$ cat config.mk
export PLATFORM = sky130hd
export DESIGN_NAME = cic_comp_filter
export DESIGN_NICKNAME = d
export VERILOG_FILES = /design/src/rtl/cic_coeff_pkg.sv /design/src/rtl/cic_sample_pkg.sv /design/src/rtl/cic_comp_sequencer.sv /design/src/rtl/cic_comp_tap_line.sv /design/src/rtl/cic_comp_mac.sv /design/src/rtl/cic_comp_round_sat.sv /design/src/rtl/cic_comp_filter.sv
export VERILOG_INCLUDE_DIRS = /design/src /design/src/rtl
export SDC_FILE = /design/constraint.sdc
export NUM_CORES = 2
export LEC_CHECK = 0
export ABC_AREA = 1
export BUFFER_PORTS_ARGS = -buffer_cell sky130_fd_sc_hd__buf_2
export CAP_MARGIN = 30
export CORE_MARGIN = 1.5
export CORE_UTILIZATION = 50
export DETAILED_ROUTE_END_ITERATION = 8
export PLACE_DENSITY = 0.65
export RECOVER_POWER = 100
export SKIP_CTS_REPAIR_TIMING = 1
export SLEW_MARGIN = 0
export SYNTH_ARGS = -nofsm -noshare
export SYNTH_HDL_FRONTEND = slang
export SYNTH_SLANG_ARGS = --single-unit
$ cat constraint.sdc
create_clock -name i_clock -period 86.6 [get_ports i_clock]
set_clock_uncertainty 0.15 [all_clocks]
set_input_delay 8.66 -clock i_clock [delete_from_list [all_inputs] [get_ports i_clock]]
set_output_delay 8.66 -clock i_clock [all_outputs]
set_load 0.05 [all_outputs]
$ cat src/rtl/cic_comp_settings.svh
`ifndef CIC_COMP_SETTINGS_SVH
`define CIC_COMP_SETTINGS_SVH

// I/Q sample width at input and output
`define CIC_SAMPLE_WIDTH 16

// Coefficient pairs, the filter length is 2*N+1
`define CIC_HALF_ORDER 16

// Signed coefficients in Q2.16
`define CIC_COEFF_WIDTH 18

// Headroom bits in the accumulator
`define CIC_GAIN_GUARD 20

// Fraction bits removed by rounding
`define CIC_DC_SHIFT 15

// Cycles from the tap-aligned last marker to output valid
// Covers pre-add, multiply, accumulate, centre add, round, saturate
`define CIC_OUT_LATENCY 6

`endif

$ cat src/rtl/cic_coeff_pkg.sv
`include "cic_comp_settings.svh"

package cic_coeff_pkg;

    typedef logic signed [`CIC_COEFF_WIDTH-1:0] coeff_t;
    typedef logic [$clog2(`CIC_HALF_ORDER)-1:0] pair_index_t;

    // Pair k weights taps k and 2N-k
    localparam coeff_t COEFF_TABLE [0:`CIC_HALF_ORDER-1] = '{
        18'sb000000000010100011,
        18'sb111111110110001011,
        18'sb111111111100100001,
        18'sb000000100110001111,
        18'sb111111010111111100,
        18'sb111111001101101010,
        18'sb000010011001101100,
        18'sb111110111110010111,
        18'sb111100010001101010,
        18'sb000101110110110110,
        18'sb000000110101100011,
        18'sb110101000011010110,
        18'sb001000100100010111,
        18'sb001010011011110000,
        18'sb101010100011100100,
        18'sb111110000001110101
    };

    // Centre tap weight of 1.0 in Q2.16 is a plain shift
    localparam int CENTER_SHIFT = `CIC_COEFF_WIDTH - 2;

endpackage

$ cat src/rtl/cic_sample_pkg.sv
`include "cic_comp_settings.svh"

package cic_sample_pkg;

    typedef logic signed [`CIC_SAMPLE_WIDTH-1:0] sample_t;

    // One extra bit for the symmetric pair sum
    typedef logic signed [`CIC_SAMPLE_WIDTH:0] preadd_t;

    typedef logic signed [`CIC_SAMPLE_WIDTH+`CIC_COEFF_WIDTH:0] product_t;

    typedef logic signed [`CIC_SAMPLE_WIDTH+`CIC_COEFF_WIDTH+`CIC_GAIN_GUARD:0] accum_t;

    // Rounded word keeps two sign bits above the shifted accumulator
    localparam int ROUNDED_WIDTH = $bits(accum_t) - `CIC_DC_SHIFT + 2;
    localparam int GUARD_WIDTH = ROUNDED_WIDTH - `CIC_SAMPLE_WIDTH;

    typedef struct packed {
        logic [GUARD_WIDTH-1:0] guard;
        sample_t                value;
    } rounded_fields_t;

    // Signed whole for direction, split fields for the range test
    typedef union packed {
        logic signed [ROUNDED_WIDTH-1:0] whole;
        rounded_fields_t                 fields;
    } rounded_u;

endpackage

$ cat src/rtl/cic_comp_sequencer.sv
`timescale 1ns/1ns

`default_nettype none

`include "cic_comp_settings.svh"

module cic_comp_sequencer (
    input  wire logic                       i_clock,
    input  wire logic                       i_reset,
    input  wire logic                       i_valid,
    output      logic                       o_ready,
    output      logic                       o_shift,
    output      cic_coeff_pkg::pair_index_t o_pair_index,
    output      cic_coeff_pkg::coeff_t      o_coeff,
    output      logic                       o_first,
    output      logic                       o_last,
    output      logic                       o_valid
);
    import cic_coeff_pkg::*;

    pair_index_t                 pass_count;
    pair_index_t                 next_index;
    logic                        accept;
    logic                        last_aligned;
    logic [`CIC_OUT_LATENCY-1:0] valid_pipe;

    assign accept = i_valid && o_ready;
    assign o_shift = accept;
    assign next_index = accept ? '0 : o_pair_index + 1'b1;

    // Remaining pairs in the current pass
    always_ff @(posedge i_clock) begin
        if (i_reset) begin
            pass_count <= '0;
            o_ready <= 1'b0;
            o_first <= 1'b0;
            o_last <= 1'b0;
        end else if (accept) begin
            pass_count <= pair_index_t'(`CIC_HALF_ORDER - 1);
            o_ready <= 1'b0;
            o_first <= 1'b1;
            o_last <= 1'b0;
        end else if (pass_count != '0) begin
            pass_count <= pass_count - 1'b1;
            o_ready <= (pass_count == pair_index_t'(1));
            o_first <= 1'b0;
            o_last <= (pass_count == pair_index_t'(1));
        end else begin
            o_ready <= 1'b1;
            o_first <= 1'b0;
            o_last <= 1'b0;
        end
    end

    always_ff @(posedge i_clock) begin
        if (accept || pass_count != '0) begin
            o_pair_index <= next_index;
            o_coeff <= COEFF_TABLE[next_index];
        end
    end

    // Last marker lined up with the tap registers, then the data path depth
    always_ff @(posedge i_clock) begin
        if (i_reset) begin
            last_aligned <= 1'b0;
            valid_pipe <= '0;
        end else begin
            last_aligned <= o_last;
            valid_pipe <= {valid_pipe[`CIC_OUT_LATENCY-2:0], last_aligned};
        end
    end

    assign o_valid = valid_pipe[`CIC_OUT_LATENCY-1];

endmodule

`default_nettype wire

$ cat src/rtl/cic_comp_tap_line.sv
`timescale 1ns/1ns

`default_nettype none

`include "cic_comp_settings.svh"

module cic_comp_tap_line (
    input  wire logic                       i_clock,
    input  wire logic                       i_reset,
    input  wire logic                       i_shift,
    input  wire cic_sample_pkg::sample_t    i_sample,
    input  wire cic_coeff_pkg::pair_index_t i_pair_index,
    output      cic_sample_pkg::sample_t    o_lhs,
    output      cic_sample_pkg::sample_t    o_rhs,
    output      cic_sample_pkg::sample_t    o_center
);
    import cic_sample_pkg::*;

    localparam int TAPS = 2 * `CIC_HALF_ORDER + 1;
    localparam int INDEX_WIDTH = $clog2(TAPS);

    sample_t                line [0:TAPS-1];
    logic [INDEX_WIDTH-1:0] rhs_index;

    // Mirror of the pair index about the centre tap
    assign rhs_index = INDEX_WIDTH'(TAPS - 1) - INDEX_WIDTH'(i_pair_index);

    // Newest sample at tap 0
    always_ff @(posedge i_clock) begin
        if (i_reset) begin
            for (int k = 0; k < TAPS; k++) begin
                line[k] <= '0;
            end
        end else if (i_shift) begin
            line[0] <= i_sample;
            for (int k = 1; k < TAPS; k++) begin
                line[k] <= line[k-1];
            end
        end
    end

    always_ff @(posedge i_clock) begin
        o_lhs <= line[i_pair_index];
        o_rhs <= line[rhs_index];
        o_center <= line[`CIC_HALF_ORDER];
    end

endmodule

`default_nettype wire

$ cat src/rtl/cic_comp_mac.sv
`timescale 1ns/1ns

`default_nettype none

module cic_comp_mac (
    input  wire logic                    i_clock,
    input  wire cic_sample_pkg::sample_t i_lhs,
    input  wire cic_sample_pkg::sample_t i_rhs,
    input  wire cic_sample_pkg::sample_t i_center,
    input  wire cic_coeff_pkg::coeff_t   i_coeff,
    input  wire logic                    i_first,
    input  wire logic                    i_last,
    output      cic_sample_pkg::accum_t  o_result
);
    import cic_sample_pkg::*;
    import cic_coeff_pkg::*;

    coeff_t     coeff_d1;
    coeff_t     coeff_d2;
    logic [2:0] first_d;
    logic [3:0] last_d;
    preadd_t    preadd;
    product_t   product;
    accum_t     accum;
    sample_t    center_hold;

    // Markers arrive with the pair index, taps one cycle later
    always_ff @(posedge i_clock) begin
        coeff_d1 <= i_coeff;
        coeff_d2 <= coeff_d1;
        first_d <= {first_d[1:0], i_first};
        last_d <= {last_d[2:0], i_last};
    end

    always_ff @(posedge i_clock) begin
        preadd <= preadd_t'(i_lhs) + preadd_t'(i_rhs);
        product <= preadd * coeff_d2;
        if (first_d[2]) begin
            accum <= accum_t'(product);
        end else begin
            accum <= accum + accum_t'(product);
        end
    end

    // Centre tap is still valid one cycle after the last pair
    always_ff @(posedge i_clock) begin
        if (last_d[0]) begin
            center_hold <= i_center;
        end
    end

    // Result stays put while the next pass accumulates
    always_ff @(posedge i_clock) begin
        if (last_d[3]) begin
            o_result <= accum + (accum_t'(center_hold) <<< CENTER_SHIFT);
        end
    end

endmodule

`default_nettype wire

$ cat src/rtl/cic_comp_round_sat.sv
`timescale 1ns/1ns

`default_nettype none

`include "cic_comp_settings.svh"

module cic_comp_round_sat (
    input  wire logic                    i_clock,
    input  wire logic                    i_reset,
    input  wire cic_sample_pkg::accum_t  i_result,
    output      cic_sample_pkg::sample_t o_sample,
    output      logic                    o_pos_oflow,
    output      logic                    o_neg_oflow
);
    import cic_sample_pkg::*;

    localparam int ACC_WIDTH = $bits(accum_t);
    localparam int SMP_WIDTH = $bits(sample_t);
    localparam int RND_WIDTH = $bits(rounded_u);
    localparam logic [`CIC_DC_SHIFT-1:0] TIE_PATTERN = {1'b1, {(`CIC_DC_SHIFT-1){1'b0}}};
    localparam sample_t SAMPLE_MAX = {1'b0, {(SMP_WIDTH-1){1'b1}}};
    localparam sample_t SAMPLE_MIN = {1'b1, {(SMP_WIDTH-1){1'b0}}};

    logic signed [RND_WIDTH-1:0] truncated;
    logic                        round_up;
    rounded_u                    rounded;
    logic                        in_range;

    assign truncated = $signed(i_result[ACC_WIDTH-1:`CIC_DC_SHIFT]);

    // Half rounds up, an exact tie lands on the odd neighbour
    assign round_up = (i_result[`CIC_DC_SHIFT-1:0] == TIE_PATTERN) ?
                      ~i_result[`CIC_DC_SHIFT] : i_result[`CIC_DC_SHIFT-1];

    always_ff @(posedge i_clock) begin
        rounded.whole <= truncated + RND_WIDTH'(round_up);
    end

    // Fits when guard bits all copy the output sign
    assign in_range = (&{rounded.fields.guard, rounded.fields.value[SMP_WIDTH-1]}) ||
                      !(|{rounded.fields.guard, rounded.fields.value[SMP_WIDTH-1]});

    always_ff @(posedge i_clock) begin
        if (i_reset) begin
            o_sample <= '0;
            o_pos_oflow <= 1'b0;
            o_neg_oflow <= 1'b0;
        end else if (in_range) begin
            o_sample <= rounded.fields.value;
            o_pos_oflow <= 1'b0;
            o_neg_oflow <= 1'b0;
        end else if (rounded.whole < 0) begin
            o_sample <= SAMPLE_MIN;
            o_pos_oflow <= 1'b0;
            o_neg_oflow <= 1'b1;
        end else begin
            o_sample <= SAMPLE_MAX;
            o_pos_oflow <= 1'b1;
            o_neg_oflow <= 1'b0;
        end
    end

endmodule

`default_nettype wire

$ cat src/rtl/cic_comp_filter.sv
`timescale 1ns/1ns

`default_nettype none

module cic_comp_filter (
    input  wire logic                    i_clock,
    input  wire logic                    i_reset,
    input  wire cic_sample_pkg::sample_t i_inph,
    input  wire cic_sample_pkg::sample_t i_quad,
    input  wire logic                    i_valid,
    output      logic                    o_ready,
    output      cic_sample_pkg::sample_t o_inph,
    output      cic_sample_pkg::sample_t o_quad,
    output      logic                    o_valid,
    output      logic                    o_inph_pos_oflow,
    output      logic                    o_inph_neg_oflow,
    output      logic                    o_quad_pos_oflow,
    output      logic                    o_quad_neg_oflow
);
    import cic_sample_pkg::*;
    import cic_coeff_pkg::*;

    logic        shift;
    pair_index_t pair_index;
    coeff_t      coeff;
    logic        first;
    logic        last;
    sample_t     inph_lhs, inph_rhs, inph_center;
    sample_t     quad_lhs, quad_rhs, quad_center;
    accum_t      inph_result;
    accum_t      quad_result;

    // One coefficient stream serves both channels
    cic_comp_sequencer u_sequencer (
        .i_clock(i_clock), .i_reset(i_reset), .i_valid(i_valid),
        .o_ready(o_ready), .o_shift(shift), .o_pair_index(pair_index),
        .o_coeff(coeff), .o_first(first), .o_last(last), .o_valid(o_valid)
    );

    cic_comp_tap_line u_inph_taps (
        .i_clock(i_clock), .i_reset(i_reset), .i_shift(shift), .i_sample(i_inph),
        .i_pair_index(pair_index), .o_lhs(inph_lhs), .o_rhs(inph_rhs),
        .o_center(inph_center)
    );

    cic_comp_tap_line u_quad_taps (
        .i_clock(i_clock), .i_reset(i_reset), .i_shift(shift), .i_sample(i_quad),
        .i_pair_index(pair_index), .o_lhs(quad_lhs), .o_rhs(quad_rhs),
        .o_center(quad_center)
    );

    cic_comp_mac u_inph_mac (
        .i_clock(i_clock), .i_lhs(inph_lhs), .i_rhs(inph_rhs), .i_center(inph_center),
        .i_coeff(coeff), .i_first(first), .i_last(last), .o_result(inph_result)
    );

    cic_comp_mac u_quad_mac (
        .i_clock(i_clock), .i_lhs(quad_lhs), .i_rhs(quad_rhs), .i_center(quad_center),
        .i_coeff(coeff), .i_first(first), .i_last(last), .o_result(quad_result)
    );

    cic_comp_round_sat u_inph_round (
        .i_clock(i_clock), .i_reset(i_reset), .i_result(inph_result),
        .o_sample(o_inph), .o_pos_oflow(o_inph_pos_oflow), .o_neg_oflow(o_inph_neg_oflow)
    );

    cic_comp_round_sat u_quad_round (
        .i_clock(i_clock), .i_reset(i_reset), .i_result(quad_result),
        .o_sample(o_quad), .o_pos_oflow(o_quad_pos_oflow), .o_neg_oflow(o_quad_neg_oflow)
    );

endmodule

`default_nettype wire

==> results.py <==
metrics = {
    "synth": {
        "synth_seq_cells": 1705,
        "synth.top_cells.by_area": "sky130_fd_sc_hd__edfxtp_1, sky130_fd_sc_hd__fa_1, sky130_fd_sc_hd__inv_1",
        "library_cell_occupying_the_most_area_in_the_post_synthesis_netlist": "sky130_fd_sc_hd__edfxtp_1",
        "synth_top_flop_cell": "sky130_fd_sc_hd__edfxtp_1",
        "synth_largest_type_area_fraction": 0.3359,
        "async_reset_ff_frac": 0,
        "synth-edff-count": 1220,
        "postSynthCellCount": 13130,
        "synth.avg_cell_area_um2": 8.305,
        "yosysUniqueCellTypes": 61,
        "mappedNetlistArea_um2": 109100,
        "seq_area_frac_synth": 0.4249,
        "ys_warn_count": 0,
        "synth_fp_nets": 14200,
    },
    "global_routing": {
        "grt_antenna_before_repair": 15,
        "wire_length_of_the_first_global_routing_pass_um": 478700,
        "grt_remaining_overflow": 0,
        "via_count_of_the_first_global_routing_pass": 84580,
        "groute.usage.overall": 0.2753,
        "maximum_number_of_pins_on_one_net_before_global_route_repair": 219,
    },
    "worst_hold_path": {
        "hold_depth": 0,
        "hold_path_startpoint": "u_quad_mac.coeff_d1[12]$_DFF_P_",
        "hold_path_class": "reg2reg",
        "hold_path_end": "u_quad_mac.coeff_d2[12]$_DFF_P_",
    },
    "detailed_routing": {
        "wirelength_um": 305400,
        "first_pass_iters": 6,
        "drt_first_iter_violations": 7274,
        "vias_per_cell": 5.307,
        "drc_errors": 0,
        "vias": 84840,
        "detail-route-antenna-nets": 0,
        "routedWlPerCell_um": 19.10,
    },
    "layout": {
        "multi_input_area_um2": 50030,
        "layout.nets": 14040,
        "layout.filler_cells": 20320,
        "stdcell_count": 15990,
        "share_of_post_route_cells_with_drive_strength_above_1": 0.03420,
        "final_area_um2": 117700,
        "sequential_cell_area_um2": 46360,
        "areaGrowthSynthToFinish_pct": 7.890,
    },
    "die": {
        "start_util": 0.5027,
        "std_cell_rows": 171,
        "core_area_um2": 217000,
        "die_height_um": 470.0,
        "die_w_um": 470.0,
        "num_io_pins": 73,
        "fp.dieArea_um2": 220900,
    },
    "worst_setup_path": {
        "worst_path_max_delay_cell": "sky130_fd_sc_hd__clkbuf_1",
        "critical_path.max_stage_delay_ns": 7.12,
        "flop2flop_setup_slack_ns": 68.47,
        "family_of_cells_with_the_greatest_summed_delay_on_the_critical_path": "buffers and inverters",
        "worst_ep_required_time_ns": 86.78,
        "path_max_fanout": 184,
        "crit_chain": "buf_2 -> clkbuf_1 -> clkinv_1 -> nand2_1 -> clkbuf_1 -> clkbuf_1 -> clkbuf_1 -> clkbuf_1 -> clkbuf_1",
        "critPathCaptureType": "flip-flop",
        "criticalPathCategory": "in2reg",
        "cp_common_cell": "sky130_fd_sc_hd__clkbuf_1",
        "worstRegToRegCells": 7,
        "timing.rr.end": "u_inph_taps.line[29][15]$_SDFFCE_PN0P_",
        "start_of_the_worst_register_to_register_path": "u_sequencer.o_ready$_SDFF_PP0_",
        "critical_path.startpoint_type": "input port",
        "timing.critical_path.buf_inv": 8,
        "data_arrival_at_the_endpoint_of_the_critical_path_ns": 26.68,
    },
    "timing": {
        "grt_setup_unrepaired": "false",
        "setup_ws_ns": 60.10,
        "min_period_over_period": 0.3060,
        "final_min_period_ns": 26.50,
        "slew_viol_final": 3021,
        "finalHoldViolCount": 0,
        "achievable-frequency_ghz": 0.03773,
        "setup_tns_final_ns": 0,
        "tightestPinTransition_ns": 10.02,
        "slew_headroom": -5.680,
        "setup-violations-final": 0,
    },
    "run": {
        "drv.max_cap_violation_count": 39,
    },
    "place": {
        "dpl_cell_area_um2": 111800,
        "numPlacedInstances": 15630,
        "placement.io_buffers": 72,
        "hpwl_um": 224200,
        "globalplace.congestion": 0.9479,
        "preCtsSetupSlack_ns": 72.93,
    },
    "outcome": {
        "violations": "max-capacitance violations, max-slew violations",
        "run_status": "finished with violations",
    },
    "clock_network": {
        "worst_setup_hold_path_clk_slew_ns": 0.07,
        "ctsLongestPathBuffers": 3,
        "ctsRootBufferMaster": "sky130_fd_sc_hd__clkbuf_16",
        "cts-buffers-inserted": 184,
        "cts_tree": "done",
        "cts.htree.levels": 4,
        "insertion_delay_ns": 0.85,
        "cts_sinks": 1705,
    },
}
[flip-flops by register name, summed over array words and instances (netlist names), 41 cells and up]
register and count:
u_quad_taps.line 528, u_quad_round.rounded 41, u_inph_round.rounded 41, u_quad_mac.accum 55, u_quad_mac.o_result 55, u_inph_mac.accum 55, u_inph_taps.line 528, u_inph_mac.o_result 55
[worst register-to-register path: stages, from the launching register on]
cell	delay [ns]
sky130_fd_sc_hd__dfxtp_1	0.48
sky130_fd_sc_hd__nand2_1	0.24
sky130_fd_sc_hd__nand2_1	1.35
sky130_fd_sc_hd__clkbuf_1	2.63
sky130_fd_sc_hd__clkbuf_1	2.08
sky130_fd_sc_hd__clkbuf_1	7.16
sky130_fd_sc_hd__clkbuf_1	0.70
sky130_fd_sc_hd__clkbuf_1	2.79
[cell families (layout without fill, tap and decap cells)]
logic type,count (synthesis),count (layout),synth area share
other,0,3,0
xor gates and xnor gates,259,259,0.02087
and+or+nand+nor,5104,5104,0.1905
DFF,1705,1705,0.4249
buffers and inverters,3317,3313,0.1159
AOI/OAI and AO/OA,1714,1714,0.08587
adders and majority gates,1034,1034,0.1618
[cell usage in the layout (no fill, tap or decap), types with 13 or more instances in the layout]
cell,synthesis,routed
sky130_fd_sc_hd__and3_1,13,13
sky130_fd_sc_hd__a21o_1,23,23
sky130_fd_sc_hd__clkbuf_1,365,136
sky130_fd_sc_hd__o21ai_0,742,762
sky130_fd_sc_hd__nand2_1,2473,2474
sky130_fd_sc_hd__o311ai_0,14,15
sky130_fd_sc_hd__nand4_1,108,108
sky130_fd_sc_hd__a2111oi_0,18,18
sky130_fd_sc_hd__nor3_1,129,130
sky130_fd_sc_hd__clkinv_2,0,26
sky130_fd_sc_hd__a31oi_1,27,27
sky130_fd_sc_hd__or2_2,36,36
sky130_fd_sc_hd__dfxtp_1,485,474
sky130_fd_sc_hd__xnor2_1,99,99
sky130_fd_sc_hd__xor2_1,159,159
sky130_fd_sc_hd__o211ai_1,73,73
sky130_fd_sc_hd__clkbuf_8,0,31
sky130_fd_sc_hd__a211oi_1,22,22
sky130_fd_sc_hd__nand3_1,624,626
sky130_fd_sc_hd__edfxtp_1,1220,1220
sky130_fd_sc_hd__inv_1,2776,2773
sky130_fd_sc_hd__nor2_1,1633,1644
sky130_fd_sc_hd__o21bai_1,44,44
sky130_fd_sc_hd__fa_1,628,628
sky130_fd_sc_hd__a21oi_1,650,650
sky130_fd_sc_hd__clkinv_1,3,13
sky130_fd_sc_hd__o21a_1,16,16
sky130_fd_sc_hd__clkbuf_16,0,191
sky130_fd_sc_hd__buf_4,15,57
sky130_fd_sc_hd__ha_1,406,405
sky130_fd_sc_hd__nor4_1,41,41
sky130_fd_sc_hd__nand3b_1,14,14
sky130_fd_sc_hd__buf_2,105,33
[cells in the mapped netlist (all sizes together), types with 14 or more instances]
cell	count
inv	2783
nand2	2478
nor2	1646
edfxtp	1220
o21ai	771
a21oi	651
fa	628
nand3	627
dfxtp	485
ha	406
clkbuf	365
buf	166
xor2	159
nor3	132
nand4	108
xnor2	100
o211ai	73
o21bai	44
nor4	41
or2	37
a31oi	27
a21o	23
a211oi	22
a2111oi	18
o21a	16
o311ai	15
nand3b	14
[layout make-up]
cell class / instances / share of cell area
clock buffer: 273 / 0.04587
multi-input combinational: 8111 / 0.4252
antenna: 3 / 0.00006380
tap: 2854 / 0.03035
sequential: 1705 / 0.3940
inverter: 2786 / 0.08907
timing repair buffer: 179 / 0.008219
clock inverter: 75 / 0.007262
[routing by layer]
layer  vias up  share of wire  routed length, µm  GRT usage
met5         -        0.00016                 50          0
met4         8          0.036              11060    0.09731
met3       539          0.058              17820    0.03677
met2      2601           0.48             145600     0.4578
met1     40830           0.43             130800     0.3692
li1      40860              -                  -          -
[worst max-delay path by stage]
stage / start / to / slack (ns) / depth (start not counted)
after floorplan: i_reset / u_inph_taps.line[0][0]$_SDFFCE_PN0P_ / 53.32 / 2
after global placement: i_reset / u_inph_taps.line[27][10]$_SDFFCE_PN0P_ / 73.01 / 8
after detailed placement: i_reset / u_inph_taps.line[27][10]$_SDFFCE_PN0P_ / 72.93 / 8
after CTS: i_reset / u_inph_taps.line[29][15]$_SDFFCE_PN0P_ / 73.83 / 8
after global routing: i_reset / u_inph_taps.line[31][15]$_SDFFCE_PN0P_ / 58.57 / 9
final: i_reset / u_inph_taps.line[29][15]$_SDFFCE_PN0P_ / 60.10 / 9
[metrics by stage]
stage | util | hold WS [ns]
after CTS | 0.5439 | 0.1609
after global placement | 0.5146 | 0.1608
after floorplan | - | 0.1596
after detailed placement | 0.5151 | 0.1618
after global routing | 0.5424 | 0.1760
final | 0.5424 | 0.1610
Power is not shown: default switching activity piles up to over one toggle a cycle in this logic, so the estimate is an artifact.
